===== src/source/frame_buffer_pkg.sv =====
`default_nettype none

package frame_buffer_pkg;

    // frame store geometry
    localparam int unsigned FRAME_N      = 4;
    localparam int unsigned FRAME_DWORDS = 40;                  // 32-bit words per frame
    localparam logic [31:0] FRAME_BYTES  = 32'(4 * FRAME_DWORDS);

    localparam logic [31:0] BUF_BASE_ADDR  = 32'h0001_0000;     // slot 0
    localparam logic [31:0] LAST_SLOT_ADDR = BUF_BASE_ADDR + 32'(FRAME_N - 1) * FRAME_BYTES;

    // burst shape
    localparam int unsigned MAX_BURST        = 16;
    localparam logic [31:0] BURST_BYTES      = 32'(4 * MAX_BURST);
    localparam int unsigned ADDR_OUTSTANDING = 2;

    localparam logic [1:0] AXI_BURST_INCR = 2'b01;
    localparam logic [2:0] AXI_SIZE_4B    = 3'b010;

    // counter widths
    localparam int unsigned TAG_CNT_W   = $clog2(ADDR_OUTSTANDING + 1);
    localparam int unsigned WORD_CNT_W  = $clog2(FRAME_DWORDS);
    localparam int unsigned BURST_CNT_W = $clog2(MAX_BURST);

    typedef logic [FRAME_N-1:0] slot_vec_t;   // one-hot slot
    typedef logic [7:0]         frame_id_t;

    typedef struct packed {
        logic [31:0] addr;
        logic [7:0]  len;     // beats minus one
    } addr_req_t;

    typedef struct packed {
        logic [31:0] data;
        frame_id_t   fid;
        logic        last;    // final word of frame
    } pix_beat_t;

    typedef struct packed {
        logic [31:0] data;
        logic        last;
    } wr_beat_t;

endpackage

`default_nettype wire

===== src/source/frame_buffer_top.sv =====
`timescale 1ns/1ps
`default_nettype none

module frame_buffer_top import frame_buffer_pkg::*;
(
    input  logic        clk,
    input  logic        rst_n,
    input  logic        disp_suspend_i,
    output logic        rd_new_frame_o,
    input  logic [31:0] s_pix_data_i,
    input  logic        s_pix_valid_i,
    output logic        s_pix_ready_o,
    output pix_beat_t   m_pix_o,
    output logic        m_pix_valid_o,
    input  logic        m_pix_ready_i,
    output addr_req_t   m_ar_o,
    output logic        m_ar_valid_o,
    input  logic        m_ar_ready_i,
    output logic [1:0]  m_arburst_o,
    output logic [2:0]  m_arsize_o,
    input  logic [31:0] m_r_data_i,
    input  logic        m_r_last_i,
    input  logic        m_r_valid_i,
    output logic        m_r_ready_o,
    output addr_req_t   m_aw_o,
    output logic        m_aw_valid_o,
    input  logic        m_aw_ready_i,
    output logic [1:0]  m_awburst_o,
    output logic [2:0]  m_awsize_o,
    output wr_beat_t    m_w_o,
    output logic        m_w_valid_o,
    input  logic        m_w_ready_i,
    output logic [3:0]  m_w_strb_o,
    input  logic        m_b_valid_i,
    output logic        m_b_ready_o
);

    logic        rd_frame_done;
    logic        wr_frame_done;
    logic        rd_release;
    logic        wr_release;
    logic [31:0] rd_base;
    logic [31:0] wr_base;
    frame_id_t   rd_fid;

    assign m_arburst_o = AXI_BURST_INCR;
    assign m_arsize_o  = AXI_SIZE_4B;
    assign m_awburst_o = AXI_BURST_INCR;
    assign m_awsize_o  = AXI_SIZE_4B;
    assign m_w_strb_o  = 4'b1111;
    assign m_b_ready_o = 1'b1;       // responses always taken

    frame_ring u_ring
    (
        .clk (clk), .rst_n (rst_n),
        .wr_done_i (wr_frame_done), .rd_done_i (rd_frame_done),
        .disp_suspend_i (disp_suspend_i),
        .wr_release_o (wr_release), .rd_release_o (rd_release),
        .wr_base_o (wr_base), .rd_base_o (rd_base),
        .rd_fid_o (rd_fid), .rd_new_frame_o (rd_new_frame_o)
    );

    // a read burst completes on its R last beat
    burst_addr_gen u_rd_addr
    (
        .clk (clk), .rst_n (rst_n), .frame_base_i (rd_base),
        .req_o (m_ar_o), .req_valid_o (m_ar_valid_o), .req_ready_i (m_ar_ready_i),
        .burst_done_i (m_r_valid_i && m_r_ready_o && m_r_last_i),
        .frame_done_o (rd_frame_done), .frame_release_i (rd_release)
    );

    burst_addr_gen u_wr_addr
    (
        .clk (clk), .rst_n (rst_n), .frame_base_i (wr_base),
        .req_o (m_aw_o), .req_valid_o (m_aw_valid_o), .req_ready_i (m_aw_ready_i),
        .burst_done_i (m_b_valid_i && m_b_ready_o),
        .frame_done_o (wr_frame_done), .frame_release_i (wr_release)
    );

    write_beat_framer u_wr_framer
    (
        .clk (clk), .rst_n (rst_n),
        .pix_data_i (s_pix_data_i), .pix_valid_i (s_pix_valid_i), .pix_ready_o (s_pix_ready_o),
        .w_o (m_w_o), .w_valid_o (m_w_valid_o), .w_ready_i (m_w_ready_i)
    );

    read_beat_framer u_rd_framer
    (
        .clk (clk), .rst_n (rst_n),
        .r_data_i (m_r_data_i), .r_valid_i (m_r_valid_i), .r_ready_o (m_r_ready_o),
        .fid_i (rd_fid),
        .pix_o (m_pix_o), .pix_valid_o (m_pix_valid_o), .pix_ready_i (m_pix_ready_i)
    );

endmodule

`default_nettype wire


===== src/source/read_beat_framer.sv =====
`timescale 1ns/1ps
`default_nettype none

module read_beat_framer import frame_buffer_pkg::*;
(
    input  logic        clk,
    input  logic        rst_n,
    input  logic [31:0] r_data_i,
    input  logic        r_valid_i,
    output logic        r_ready_o,
    input  frame_id_t   fid_i,
    output pix_beat_t   pix_o,
    output logic        pix_valid_o,
    input  logic        pix_ready_i
);

    logic [WORD_CNT_W-1:0] frame_cnt_q;
    logic                  last_q;      // next beat closes the frame
    logic                  beat;

    assign beat = r_valid_i && pix_ready_i;

    // R goes out unbuffered, id taken as the beat passes
    assign pix_o       = '{data: r_data_i, fid: fid_i, last: last_q};
    assign pix_valid_o = r_valid_i;
    assign r_ready_o   = pix_ready_i;

    always_ff @(posedge clk or negedge rst_n)
    begin
        if (!rst_n)
        begin
            frame_cnt_q <= '0;
            last_q      <= 1'b0;
        end
        else if (beat)
        begin
            if (frame_cnt_q == WORD_CNT_W'(FRAME_DWORDS - 1))
                frame_cnt_q <= '0;
            else
                frame_cnt_q <= frame_cnt_q + 1'b1;
            last_q <= (frame_cnt_q == WORD_CNT_W'(FRAME_DWORDS - 2));
        end
    end

endmodule

`default_nettype wire


===== src/source/write_beat_framer.sv =====
`timescale 1ns/1ps
`default_nettype none

module write_beat_framer import frame_buffer_pkg::*;
(
    input  logic        clk,
    input  logic        rst_n,
    input  logic [31:0] pix_data_i,
    input  logic        pix_valid_i,
    output logic        pix_ready_o,
    output wr_beat_t    w_o,
    output logic        w_valid_o,
    input  logic        w_ready_i
);

    logic [WORD_CNT_W-1:0]  frame_cnt_q;   // word index in the frame
    logic [BURST_CNT_W-1:0] burst_cnt_q;   // word index in the burst
    logic                   frame_end;
    logic                   burst_end;
    logic                   beat;

    assign frame_end = (frame_cnt_q == WORD_CNT_W'(FRAME_DWORDS - 1));
    assign burst_end = (burst_cnt_q == BURST_CNT_W'(MAX_BURST - 1));
    assign beat      = pix_valid_i && w_ready_i;

    // straight through to W
    assign w_o         = '{data: pix_data_i, last: frame_end || burst_end};
    assign w_valid_o   = pix_valid_i;
    assign pix_ready_o = w_ready_i;

    always_ff @(posedge clk or negedge rst_n)
    begin
        if (!rst_n)
        begin
            frame_cnt_q <= '0;
            burst_cnt_q <= '0;
        end
        else if (beat)
        begin
            frame_cnt_q <= frame_end ? '0 : frame_cnt_q + 1'b1;
            burst_cnt_q <= (frame_end || burst_end) ? '0 : burst_cnt_q + 1'b1;
        end
    end

endmodule

`default_nettype wire


===== src/source/frame_ring.sv =====
`timescale 1ns/1ps
`default_nettype none

module frame_ring import frame_buffer_pkg::*;
(
    input  logic        clk,
    input  logic        rst_n,
    input  logic        wr_done_i,        // last B of a written frame
    input  logic        rd_done_i,        // last R of a read frame
    input  logic        disp_suspend_i,
    output logic        wr_release_o,
    output logic        rd_release_o,
    output logic [31:0] wr_base_o,
    output logic [31:0] rd_base_o,
    output frame_id_t   rd_fid_o,
    output logic        rd_new_frame_o
);

    slot_vec_t   wr_ptr_q;
    slot_vec_t   rd_ptr_q;
    slot_vec_t   filled_q;
    slot_vec_t   wr_ptr_nxt;
    slot_vec_t   rd_ptr_nxt;
    logic        ring_full;
    logic        ring_empty;
    logic        wr_pend_q;     // written frame waiting for a free slot
    logic        wr_commit;
    logic        rd_advance;
    logic [31:0] wr_base_q;
    logic [31:0] rd_base_q;
    frame_id_t   rd_fid_q;
    logic        rd_new_frame_q;

    assign wr_ptr_nxt = {wr_ptr_q[FRAME_N-2:0], wr_ptr_q[FRAME_N-1]};
    assign rd_ptr_nxt = {rd_ptr_q[FRAME_N-2:0], rd_ptr_q[FRAME_N-1]};

    assign ring_full  = |(wr_ptr_nxt & filled_q);
    assign ring_empty = ~|(rd_ptr_nxt & filled_q);   // nothing newer to show

    assign wr_commit  = wr_pend_q && !ring_full;
    assign rd_advance = rd_done_i && !ring_empty && !disp_suspend_i;

    // reader always restarts, on a new slot or the same one
    assign rd_release_o = rd_done_i;
    assign wr_release_o = wr_commit;

    assign wr_base_o      = wr_base_q;
    assign rd_base_o      = rd_base_q;
    assign rd_fid_o       = rd_fid_q;
    assign rd_new_frame_o = rd_new_frame_q;

    always_ff @(posedge clk or negedge rst_n)
    begin
        if (!rst_n)
            wr_pend_q <= 1'b0;
        else if (wr_pend_q)
            wr_pend_q <= ring_full;      // hold until committed
        else
            wr_pend_q <= wr_done_i;
    end

    always_ff @(posedge clk or negedge rst_n)
    begin
        if (!rst_n)
        begin
            wr_ptr_q  <= slot_vec_t'(1);
            rd_ptr_q  <= {1'b1, {(FRAME_N-1){1'b0}}};
            filled_q  <= {1'b1, {(FRAME_N-1){1'b0}}};   // last slot counts as shown
            wr_base_q <= BUF_BASE_ADDR;
            rd_base_q <= LAST_SLOT_ADDR;
        end
        else
        begin
            // writer never sits on the reader's slot, so the two never collide
            filled_q <= (filled_q & ~(rd_advance ? rd_ptr_q : '0))
                        | (wr_commit ? wr_ptr_q : '0);
            if (wr_commit)
            begin
                wr_ptr_q  <= wr_ptr_nxt;
                wr_base_q <= wr_ptr_q[FRAME_N-1] ? BUF_BASE_ADDR : wr_base_q + FRAME_BYTES;
            end
            if (rd_advance)
            begin
                rd_ptr_q  <= rd_ptr_nxt;
                rd_base_q <= rd_ptr_q[FRAME_N-1] ? BUF_BASE_ADDR : rd_base_q + FRAME_BYTES;
            end
        end
    end

    always_ff @(posedge clk or negedge rst_n)
    begin
        if (!rst_n)
        begin
            rd_fid_q       <= '0;
            rd_new_frame_q <= 1'b0;
        end
        else
        begin
            rd_new_frame_q <= rd_advance;
            if (rd_advance)
                rd_fid_q <= rd_fid_q + 8'd1;   // repeated frames keep their id
        end
    end

endmodule

`default_nettype wire


===== src/source/burst_addr_gen.sv =====
`timescale 1ns/1ps
`default_nettype none

module burst_addr_gen import frame_buffer_pkg::*;
(
    input  logic        clk,
    input  logic        rst_n,
    input  logic [31:0] frame_base_i,    // slot base from the ring
    output addr_req_t   req_o,
    output logic        req_valid_o,
    input  logic        req_ready_i,
    input  logic        burst_done_i,    // R last beat or B beat
    output logic        frame_done_o,
    input  logic        frame_release_i
);

    logic [31:0] remain_q;      // words still to request in this frame
    logic [31:0] ofs_q;         // byte offset within the frame
    logic        running_q;     // final burst out, waiting for release
    logic        last_burst;
    logic [31:0] burst_words;
    logic        tag_full;
    logic        tag_last;
    logic        accept;

    // shorter tail burst once the remainder fits
    assign last_burst  = (remain_q <= MAX_BURST);
    assign burst_words = last_burst ? remain_q : MAX_BURST;

    assign req_valid_o = !tag_full && !running_q;
    assign req_o       = '{addr: frame_base_i + ofs_q, len: 8'(burst_words - 32'd1)};
    assign accept      = req_valid_o && req_ready_i;

    assign frame_done_o = burst_done_i && tag_last;

    always_ff @(posedge clk or negedge rst_n)
    begin
        if (!rst_n)
        begin
            remain_q <= FRAME_DWORDS;
            ofs_q    <= '0;
        end
        else if (accept)
        begin
            if (last_burst)
            begin
                remain_q <= FRAME_DWORDS;   // rewind for the next frame
                ofs_q    <= '0;
            end
            else
            begin
                remain_q <= remain_q - MAX_BURST;
                ofs_q    <= ofs_q + BURST_BYTES;
            end
        end
    end

    // no new addresses until the ring has moved the base
    always_ff @(posedge clk or negedge rst_n)
    begin
        if (!rst_n)
            running_q <= 1'b0;
        else if (accept && last_burst)
            running_q <= 1'b1;
        else if (frame_release_i)
            running_q <= 1'b0;
    end

    // one flag per burst in flight, popped in completion order
    burst_tag_fifo u_tag_fifo
    (
        .clk    (clk),
        .rst_n  (rst_n),
        .push_i (accept),
        .tag_i  (last_burst),
        .full_o (tag_full),
        .pop_i  (burst_done_i),
        .tag_o  (tag_last)
    );

endmodule

`default_nettype wire


===== src/source/burst_tag_fifo.sv =====
`timescale 1ns/1ps
`default_nettype none

module burst_tag_fifo import frame_buffer_pkg::*;
(
    input  logic clk,
    input  logic rst_n,
    input  logic push_i,
    input  logic tag_i,     // 1 = last burst of frame
    output logic full_o,
    input  logic pop_i,
    output logic tag_o
);

    logic [ADDR_OUTSTANDING-1:0] tag_q;   // entry 0 is the oldest
    logic [ADDR_OUTSTANDING-1:0] tag_d;
    logic [TAG_CNT_W-1:0]        cnt_q;
    logic [TAG_CNT_W-1:0]        wr_idx;

    assign full_o = (cnt_q == TAG_CNT_W'(ADDR_OUTSTANDING));
    assign tag_o  = tag_q[0];
    assign wr_idx = cnt_q - TAG_CNT_W'(pop_i);   // slot after the shift

    always_comb
    begin
        tag_d = pop_i ? (tag_q >> 1) : tag_q;
        for (int i = 0; i < ADDR_OUTSTANDING; i++)
        begin
            if (push_i && (TAG_CNT_W'(i) == wr_idx))
                tag_d[i] = tag_i;
        end
    end

    always_ff @(posedge clk)
        tag_q <= tag_d;

    always_ff @(posedge clk or negedge rst_n)
    begin
        if (!rst_n)
            cnt_q <= '0;
        else if (push_i && !pop_i)
            cnt_q <= cnt_q + 1'b1;
        else if (pop_i && !push_i)
            cnt_q <= cnt_q - 1'b1;
    end

endmodule

`default_nettype wire


===== config.mk =====
export PLATFORM = sky130hd
export DESIGN_NAME = frame_buffer_top
export DESIGN_NICKNAME = d
export VERILOG_FILES = /design/src/source/frame_buffer_pkg.sv /design/src/source/frame_buffer_top.sv /design/src/source/read_beat_framer.sv /design/src/source/write_beat_framer.sv /design/src/source/frame_ring.sv /design/src/source/burst_addr_gen.sv /design/src/source/burst_tag_fifo.sv
export SDC_FILE = /design/constraint.sdc
export NUM_CORES = 1
export LEC_CHECK = 0
export BUFFER_PORTS_ARGS = -buffer_cell sky130_fd_sc_hd__buf_2
export CAP_MARGIN = 20
export CORE_MARGIN = 2
export CORE_UTILIZATION = 38
export DETAILED_ROUTE_END_ITERATION = 8
export HOLD_SLACK_MARGIN = 0.12
export PLACE_DENSITY = 0.66
export SLEW_MARGIN = 20
export SYNTH_ARGS = -nofsm -noshare
export SYNTH_HDL_FRONTEND = slang
export SYNTH_SLANG_ARGS = --single-unit
export TNS_END_PERCENT = 20

===== constraint.sdc =====
create_clock -name clk -period 2.7 [get_ports clk]
set_input_delay 0.54 -clock clk [delete_from_list [all_inputs] [get_ports clk]]
set_output_delay 0.54 -clock clk [all_outputs]
set_load 0.005 [all_outputs]

Yosys cells after proc, flatten, opt, wreduce, memory -nomap -nowiden
Index checks and enable logic that the tools add are counted.
{"block": "classes", "n_bitwise": 5, "magnitude_cmp": 2, "n_eq_ne": 8, "reduce_logical": 45, "add_sub_neg": 20, "n_mux": 28}
{"operator": "$mux 32", "count": 6}
{"operator": "$add 32x32->32", "count": 2}
{"operator": "$add 32x7->32 const B", "count": 2}
{"operator": "$add 32x8->32 const B", "count": 2}
{"operator": "$le 32x5->1 const B", "count": 2}
{"operator": "$sub 32x5->32 const B", "count": 2}
{"operator": "$logic_and 1x1->1", "count": 22}
{"operator": "$eq 6x6->1 const B", "count": 3}
{"operator": "$mux 8", "count": 2}
{"operator": "$reduce_bool 2->1", "count": 8}
{"operator": "$sub 8x1->8 const B", "count": 2}
{"operator": "$add 6x1->6 const B", "count": 2}
{"operator": "$and 4x4->4", "count": 3}
{"operator": "$mux 2", "count": 6}
{"operator": "$mux 4", "count": 3}
{"operator": "$mux 6", "count": 2}
{"operator": "$logic_not 1->1", "count": 10}
{"operator": "$mux 1", "count": 9}
{"operator": "$add 8x1->8 const B", "count": 1}
{"operator": "$reduce_or 4->1", "count": 2}
{"operator": "$add 2x1->2 const B", "count": 2}
{"operator": "$add 4x1->4 const B", "count": 1}
{"operator": "$eq 1x2->1 const A", "count": 2}
{"operator": "$eq 2x2->1 const B", "count": 2}
{"operator": "other kinds (7)", "count": 10}
{"block": "word_totals", "regBits": 241, "in_bits": 75, "word_cells": 132}

Longest topological paths before layout
{"block": "logic_depth", "ltp_word": 9, "depth_mapped": 11}

Cells and area by module
From an unflattened synthesis, not the netlist that was laid out.
{"block": "unflattened", "hier_cells": 1679, "area_unflattened_um2": 14669.1}
{"module": "burst_addr_gen", "area_per_inst_um2": 4152.7, "cells_per_inst": 483, "seq_area_each_um2": 1403.8, "instances": 2}
{"module": "frame_ring", "area_per_inst_um2": 4305.4, "cells_per_inst": 494, "seq_area_each_um2": 1913.1, "instances": 1}
{"module": "write_beat_framer", "area_per_inst_um2": 772.0, "cells_per_inst": 83, "seq_area_each_um2": 250.2, "instances": 1}
{"module": "read_beat_framer", "area_per_inst_um2": 686.9, "cells_per_inst": 78, "seq_area_each_um2": 175.2, "instances": 1}
{"module": "burst_tag_fifo", "area_per_inst_um2": 236.5, "cells_per_inst": 20, "seq_area_each_um2": 110.1, "instances": 2}
{"module": "frame_buffer_top", "area_per_inst_um2": 126.4, "cells_per_inst": 18, "seq_area_each_um2": 0.0, "instances": 1}

Worst setup path before layout
OpenSTA, ideal clock, no wires.
{"block": "synth_path", "path_kind": "reg-to-output", "from": "register u_ring.wr_base_q[7] (netlist: u_ring.wr_base_o[7])", "to": "output m_aw_o[36] in the netlist's numbering", "path_slack_ns": -0.266, "n_path_buf": 0, "arrival_ns": 2.426, "path_stages_with_launch": 9, "required_time_ns": 2.160, "path_cell_list": "dfrtp_1 ha_1 a211oi_1 o21bai_1 o31a_1 a221o_1 a41oi_1 nor2_1 a311oi_1"}
{"element": "from (decl)", "line_no": "frame_ring.sv:29", "source": "logic [31:0] wr_base_q;"}
{"element": "from (signal assigned)", "line_no": "frame_ring.sv:80", "source": "wr_base_q <= wr_ptr_q[FRAME_N-1] ? BUF_BASE_ADDR : wr_base_q + FRAME_BYTES;"}
{"element": "to (decl)", "line_no": "frame_buffer_top.sv:25", "source": "output addr_req_t m_aw_o,"}

==> flow_summary.json <==
{
  "grt_pass1_wl_um": 54000,
  "io_pins": 251,
  "power_density_mw_per_mm2": 692,
  "ir_drop_v": 0.000494,
  "path_depth": 10,
  "worstSetupStartpointType": "flop",
  "cts_tree": "yes",
  "grt_max_degree": 67,
  "finalNonFillerCells": 2244,
  "async_flop_share_pct": 98.1,
  "multi_input_area_mm2": 0.00813,
  "start_util_pct": 38.7,
  "required_ns": 2.16,
  "hold_violations": 0,
  "drt-total-wl_um": 32700,
  "yosysWarnings": 0,
  "htreeDepth": 1,
  "period_share_pct": 125,
  "synth_ff_type": "dfrtp_1",
  "drc_errors": 0,
  "min_path_type": "in2reg",
  "dr_total_vias": 11387,
  "root_buffer": "clkbuf_16",
  "worstPathCellList": "ha_4 -> a211oi_4 -> o21bai_2 -> o31a_1 -> a221o_1 -> buf_6 -> a31oi_1 -> o21ai_1 -> xor2_1 -> buf_2",
  "yosysUniqueCellTypes": 68,
  "critPathTopFamily": "compound AO/OA/AOI/OAI gates",
  "cts_buffer_depth": 3,
  "reg2reg_depth": 7,
  "regArea_mm2": 0.00537,
  "fp.dieW_um": 195,
  "port_buffers": 91,
  "skew_ns": 0.0122,
  "grt_pass1_vias": 11350,
  "fillers": 3282,
  "maxCapViolations": 0,
  "dieArea_mm2": 0.0379,
  "worstPathArrival_ns": 2.84,
  "crit_path_start": "u_wr_addr.ofs_q[7]$_DFFE_PN0P_",
  "dieHeight_um": 195,
  "slowest_stage": "dfrtp_1",
  "reg2reg_slack_ns": 0.23,
  "slew_headroom_pct": 65.1,
  "antenna_found_initial": 0,
  "path_buf_inv": 2,
  "path_class": "reg2out",
  "setup_ws_ns": -0.678,
  "cp_max_fo": 2,
  "final_common_cell": "dfrtp_1",
  "nets": 1912,
  "cp-endpoint": "m_aw_o[32]",
  "antenna_cells": 0,
  "synth_area_mm2": 0.0138,
  "wl_per_cell_um": 14.6,
  "drive_gt1_share_pct": 28.0,
  "yosysSeqAreaShare_pct": 38.9,
  "hpwl_um": 24000,
  "cts_made_buffers": 26,
  "worst_pin_slew_ns": 0.520,
  "clock_insertion_delay_worst_skew_ns": 0.52,
  "firstDrtPassIters": 5,
  "dp_cells": 2188,
  "vias_per_cell": 5.07,
  "rr_endpoint": "u_ring.wr_base_o[30]$_DFFE_PN0P_",
  "synth_seq_cells": 213,
  "place_congestion": 0.907,
  "dpl_cell_area_mm2": 0.0156,
  "ant_nets": 0,
  "end_kind": "primary output",
  "drt_iter0_markers": 656,
  "synth-edff-count": 4,
  "postSynthAreaPerCell_um2": 8.98,
  "synthCells": 1538,
  "fmax_mhz": 296,
  "finalMaxSlewViolations": 0,
  "violations": "negative setup slack",
  "grtUsageTotal_pct": 16.9,
  "final-setup-viol-count": 53,
  "cp_slowest_stage_delay_ns": 0.42,
  "finalInstanceArea_mm2": 0.0172,
  "period_needed_ns": 3.38,
  "syn_to_final_growth_pct": 24.2,
  "core_area_mm2": 0.0357,
  "hp-start": "m_b_valid_i",
  "outcome": "finished with violations",
  "leakagePower_nw": 8.34,
  "timing.setup.tns_ns": -23.09,
  "grt_setup_unrepaired": "yes",
  "worstReg2RegStart": "u_ring.wr_ptr_q[3]$_DFFE_PN0P_",
  "final_cell_mix": "196 x dfrtp_1, 189 x buf_4, 179 x nand2_1, 165 x nor2_1, 115 x xor2_1",
  "clock-sinks": 213,
  "fp-row-count": 69,
  "clk_pin_slew_ns": 0.06,
  "pre_cts_ws_ns": -0.255,
  "grt_overflow": 0
}
## repair_timing
item,CTS,global route
setup endpoints to repair,53,54
resized for setup,73,48
hold buffers,1,0
pin swaps,59,32
buffers inserted,5,2
endpoints found under the hold margin,38,0
## worst min-delay path, cell delays in order
cell	delay (ns)
buf_2	0.14
a21oi_1	0.08
nor2_1	0.09
## worst min path at each step
| stage | slack (ns) | end | depth (start not counted) |
|---|---|---|---|
| after floorplan | 0.24 | u_rd_addr.ofs_q[10]$_DFFE_PN0P_ | 0 |
| after global placement | 0.46 | u_ring.rd_fid_o[7]$_DFFE_PN0P_ | 1 |
| after detailed placement | 0.46 | u_ring.rd_fid_o[7]$_DFFE_PN0P_ | 1 |
| after CTS | 0.35 | u_ring.wr_pend_q$_DFF_PN0_ | 3 |
| after global routing | 0.37 | u_ring.wr_pend_q$_DFF_PN0_ | 3 |
| final | 0.37 | u_ring.wr_pend_q$_DFF_PN0_ | 3 |
## flip-flops by register name, indices dropped and copies added, names as in the netlist
| name | count |
|---|---|
| u_wr_framer.burst_cnt_q | 4 |
| u_rd_addr.u_tag_fifo.cnt_q | 2 |
| u_ring.wr_pend_q | 1 |
| u_ring.rd_ptr_q | 4 |
| u_ring.filled_q | 4 |
| u_rd_addr.ofs_q | 26 |
| u_ring.rd_base_o | 27 |
| u_rd_addr.u_tag_fifo.tag_q | 2 |
| u_ring.wr_base_o | 27 |
| u_wr_addr.u_tag_fifo.cnt_q | 2 |
| u_rd_framer.frame_cnt_q | 6 |
| u_wr_addr.ofs_q | 26 |
| u_rd_framer.last_q | 1 |
| u_rd_addr.running_q | 1 |
| u_wr_framer.frame_cnt_q | 6 |
| u_ring.rd_new_frame_o | 1 |
| u_ring.wr_ptr_q | 4 |
| u_rd_addr.remain_q | 29 |
| u_wr_addr.remain_q | 29 |
| u_wr_addr.running_q | 1 |
| u_wr_addr.u_tag_fifo.tag_q | 2 |
| u_ring.rd_fid_o | 8 |
## cell families after synthesis
family	synth area share, %
muxes	0.544
AOI/OAI and AO/OA	10.8
buffers and inverters	7.74
adders and majority gates	6.70
DFF	38.9
other	0.0544
and+or+nand+nor	22.7
xor gates and xnor gates	12.6
## power breakdown
group	switching [mW]	internal [mW]	total (mW)
clock	1.36	2.22	3.58
combinational	2.04	1.96	4.00
sequential	0.544	3.75	4.30
total	3.95	7.93	11.9
## cell type report
class,instances,share of cell area (%)
Tap cell,461,3.36
Inverter,22,0.481
Multi-Input combinational cell,1202,47.4
Timing Repair Buffer,298,12.4
Clock inverter,5,0.459
Sequential cell,213,31.3
Clock buffer,43,4.70
## metrics by stage
step / utilization [%] / power (mW) / hold WS [ns]
after global placement: 43.7 / 7.87 / 0.463
after detailed placement: 43.7 / 7.97 / 0.464
after global routing: 48.1 / 12.6 / 0.373
after CTS: 47.3 / 11.9 / 0.349
final: 48.1 / 11.9 / 0.371
after floorplan: - / 6.42 / 0.244
## cell usage after synthesis (5+ instances only)
cell / instances / share of area, %
xnor2_1: 83 / 5.3
inv_1: 21 / 0.57
nor2_2: 42 / 1.9
clkbuf_1: 25 / 0.68
o211ai_1: 7 / 0.38
buf_2: 6 / 0.22
xor2_1: 116 / 7.4
dfstp_2: 13 / 2.5
and4_1: 10 / 0.63
o21bai_1: 7 / 0.38
nand3_1: 49 / 1.8
nor4_1: 12 / 0.54
nand3b_1: 8 / 0.43
buf_12: 5 / 0.72
o31ai_1: 6 / 0.33
nand2b_1: 9 / 0.41
a31oi_1: 8 / 0.36
nor2b_1: 9 / 0.41
a21o_1: 29 / 1.6
a21oi_1: 74 / 2.7
or3_1: 6 / 0.27
nor2_1: 169 / 4.6
and3_1: 32 / 1.4
nor3_1: 36 / 1.3
dfrtp_1: 196 / 36
o21a_1: 5 / 0.27
and2_1: 12 / 0.54
nand2_1: 181 / 4.9
nand4_1: 37 / 1.7
a211oi_1: 9 / 0.49
o21ai_0: 75 / 2.7
ha_1: 74 / 6.7
buf_4: 100 / 5.4
## metal layers
layer	wire length [um]	up-vias	GRT usage (%)	part of all wire [%]
met3	1270	69	2.19	3.9
met4	803	0	5.27	2.5
met1	15100	5464	22.0	46
li1	-	5632	-	-
met5	0	-	0	0
met2	15500	222	29.0	47
Power figures use the tool's default switching activity.
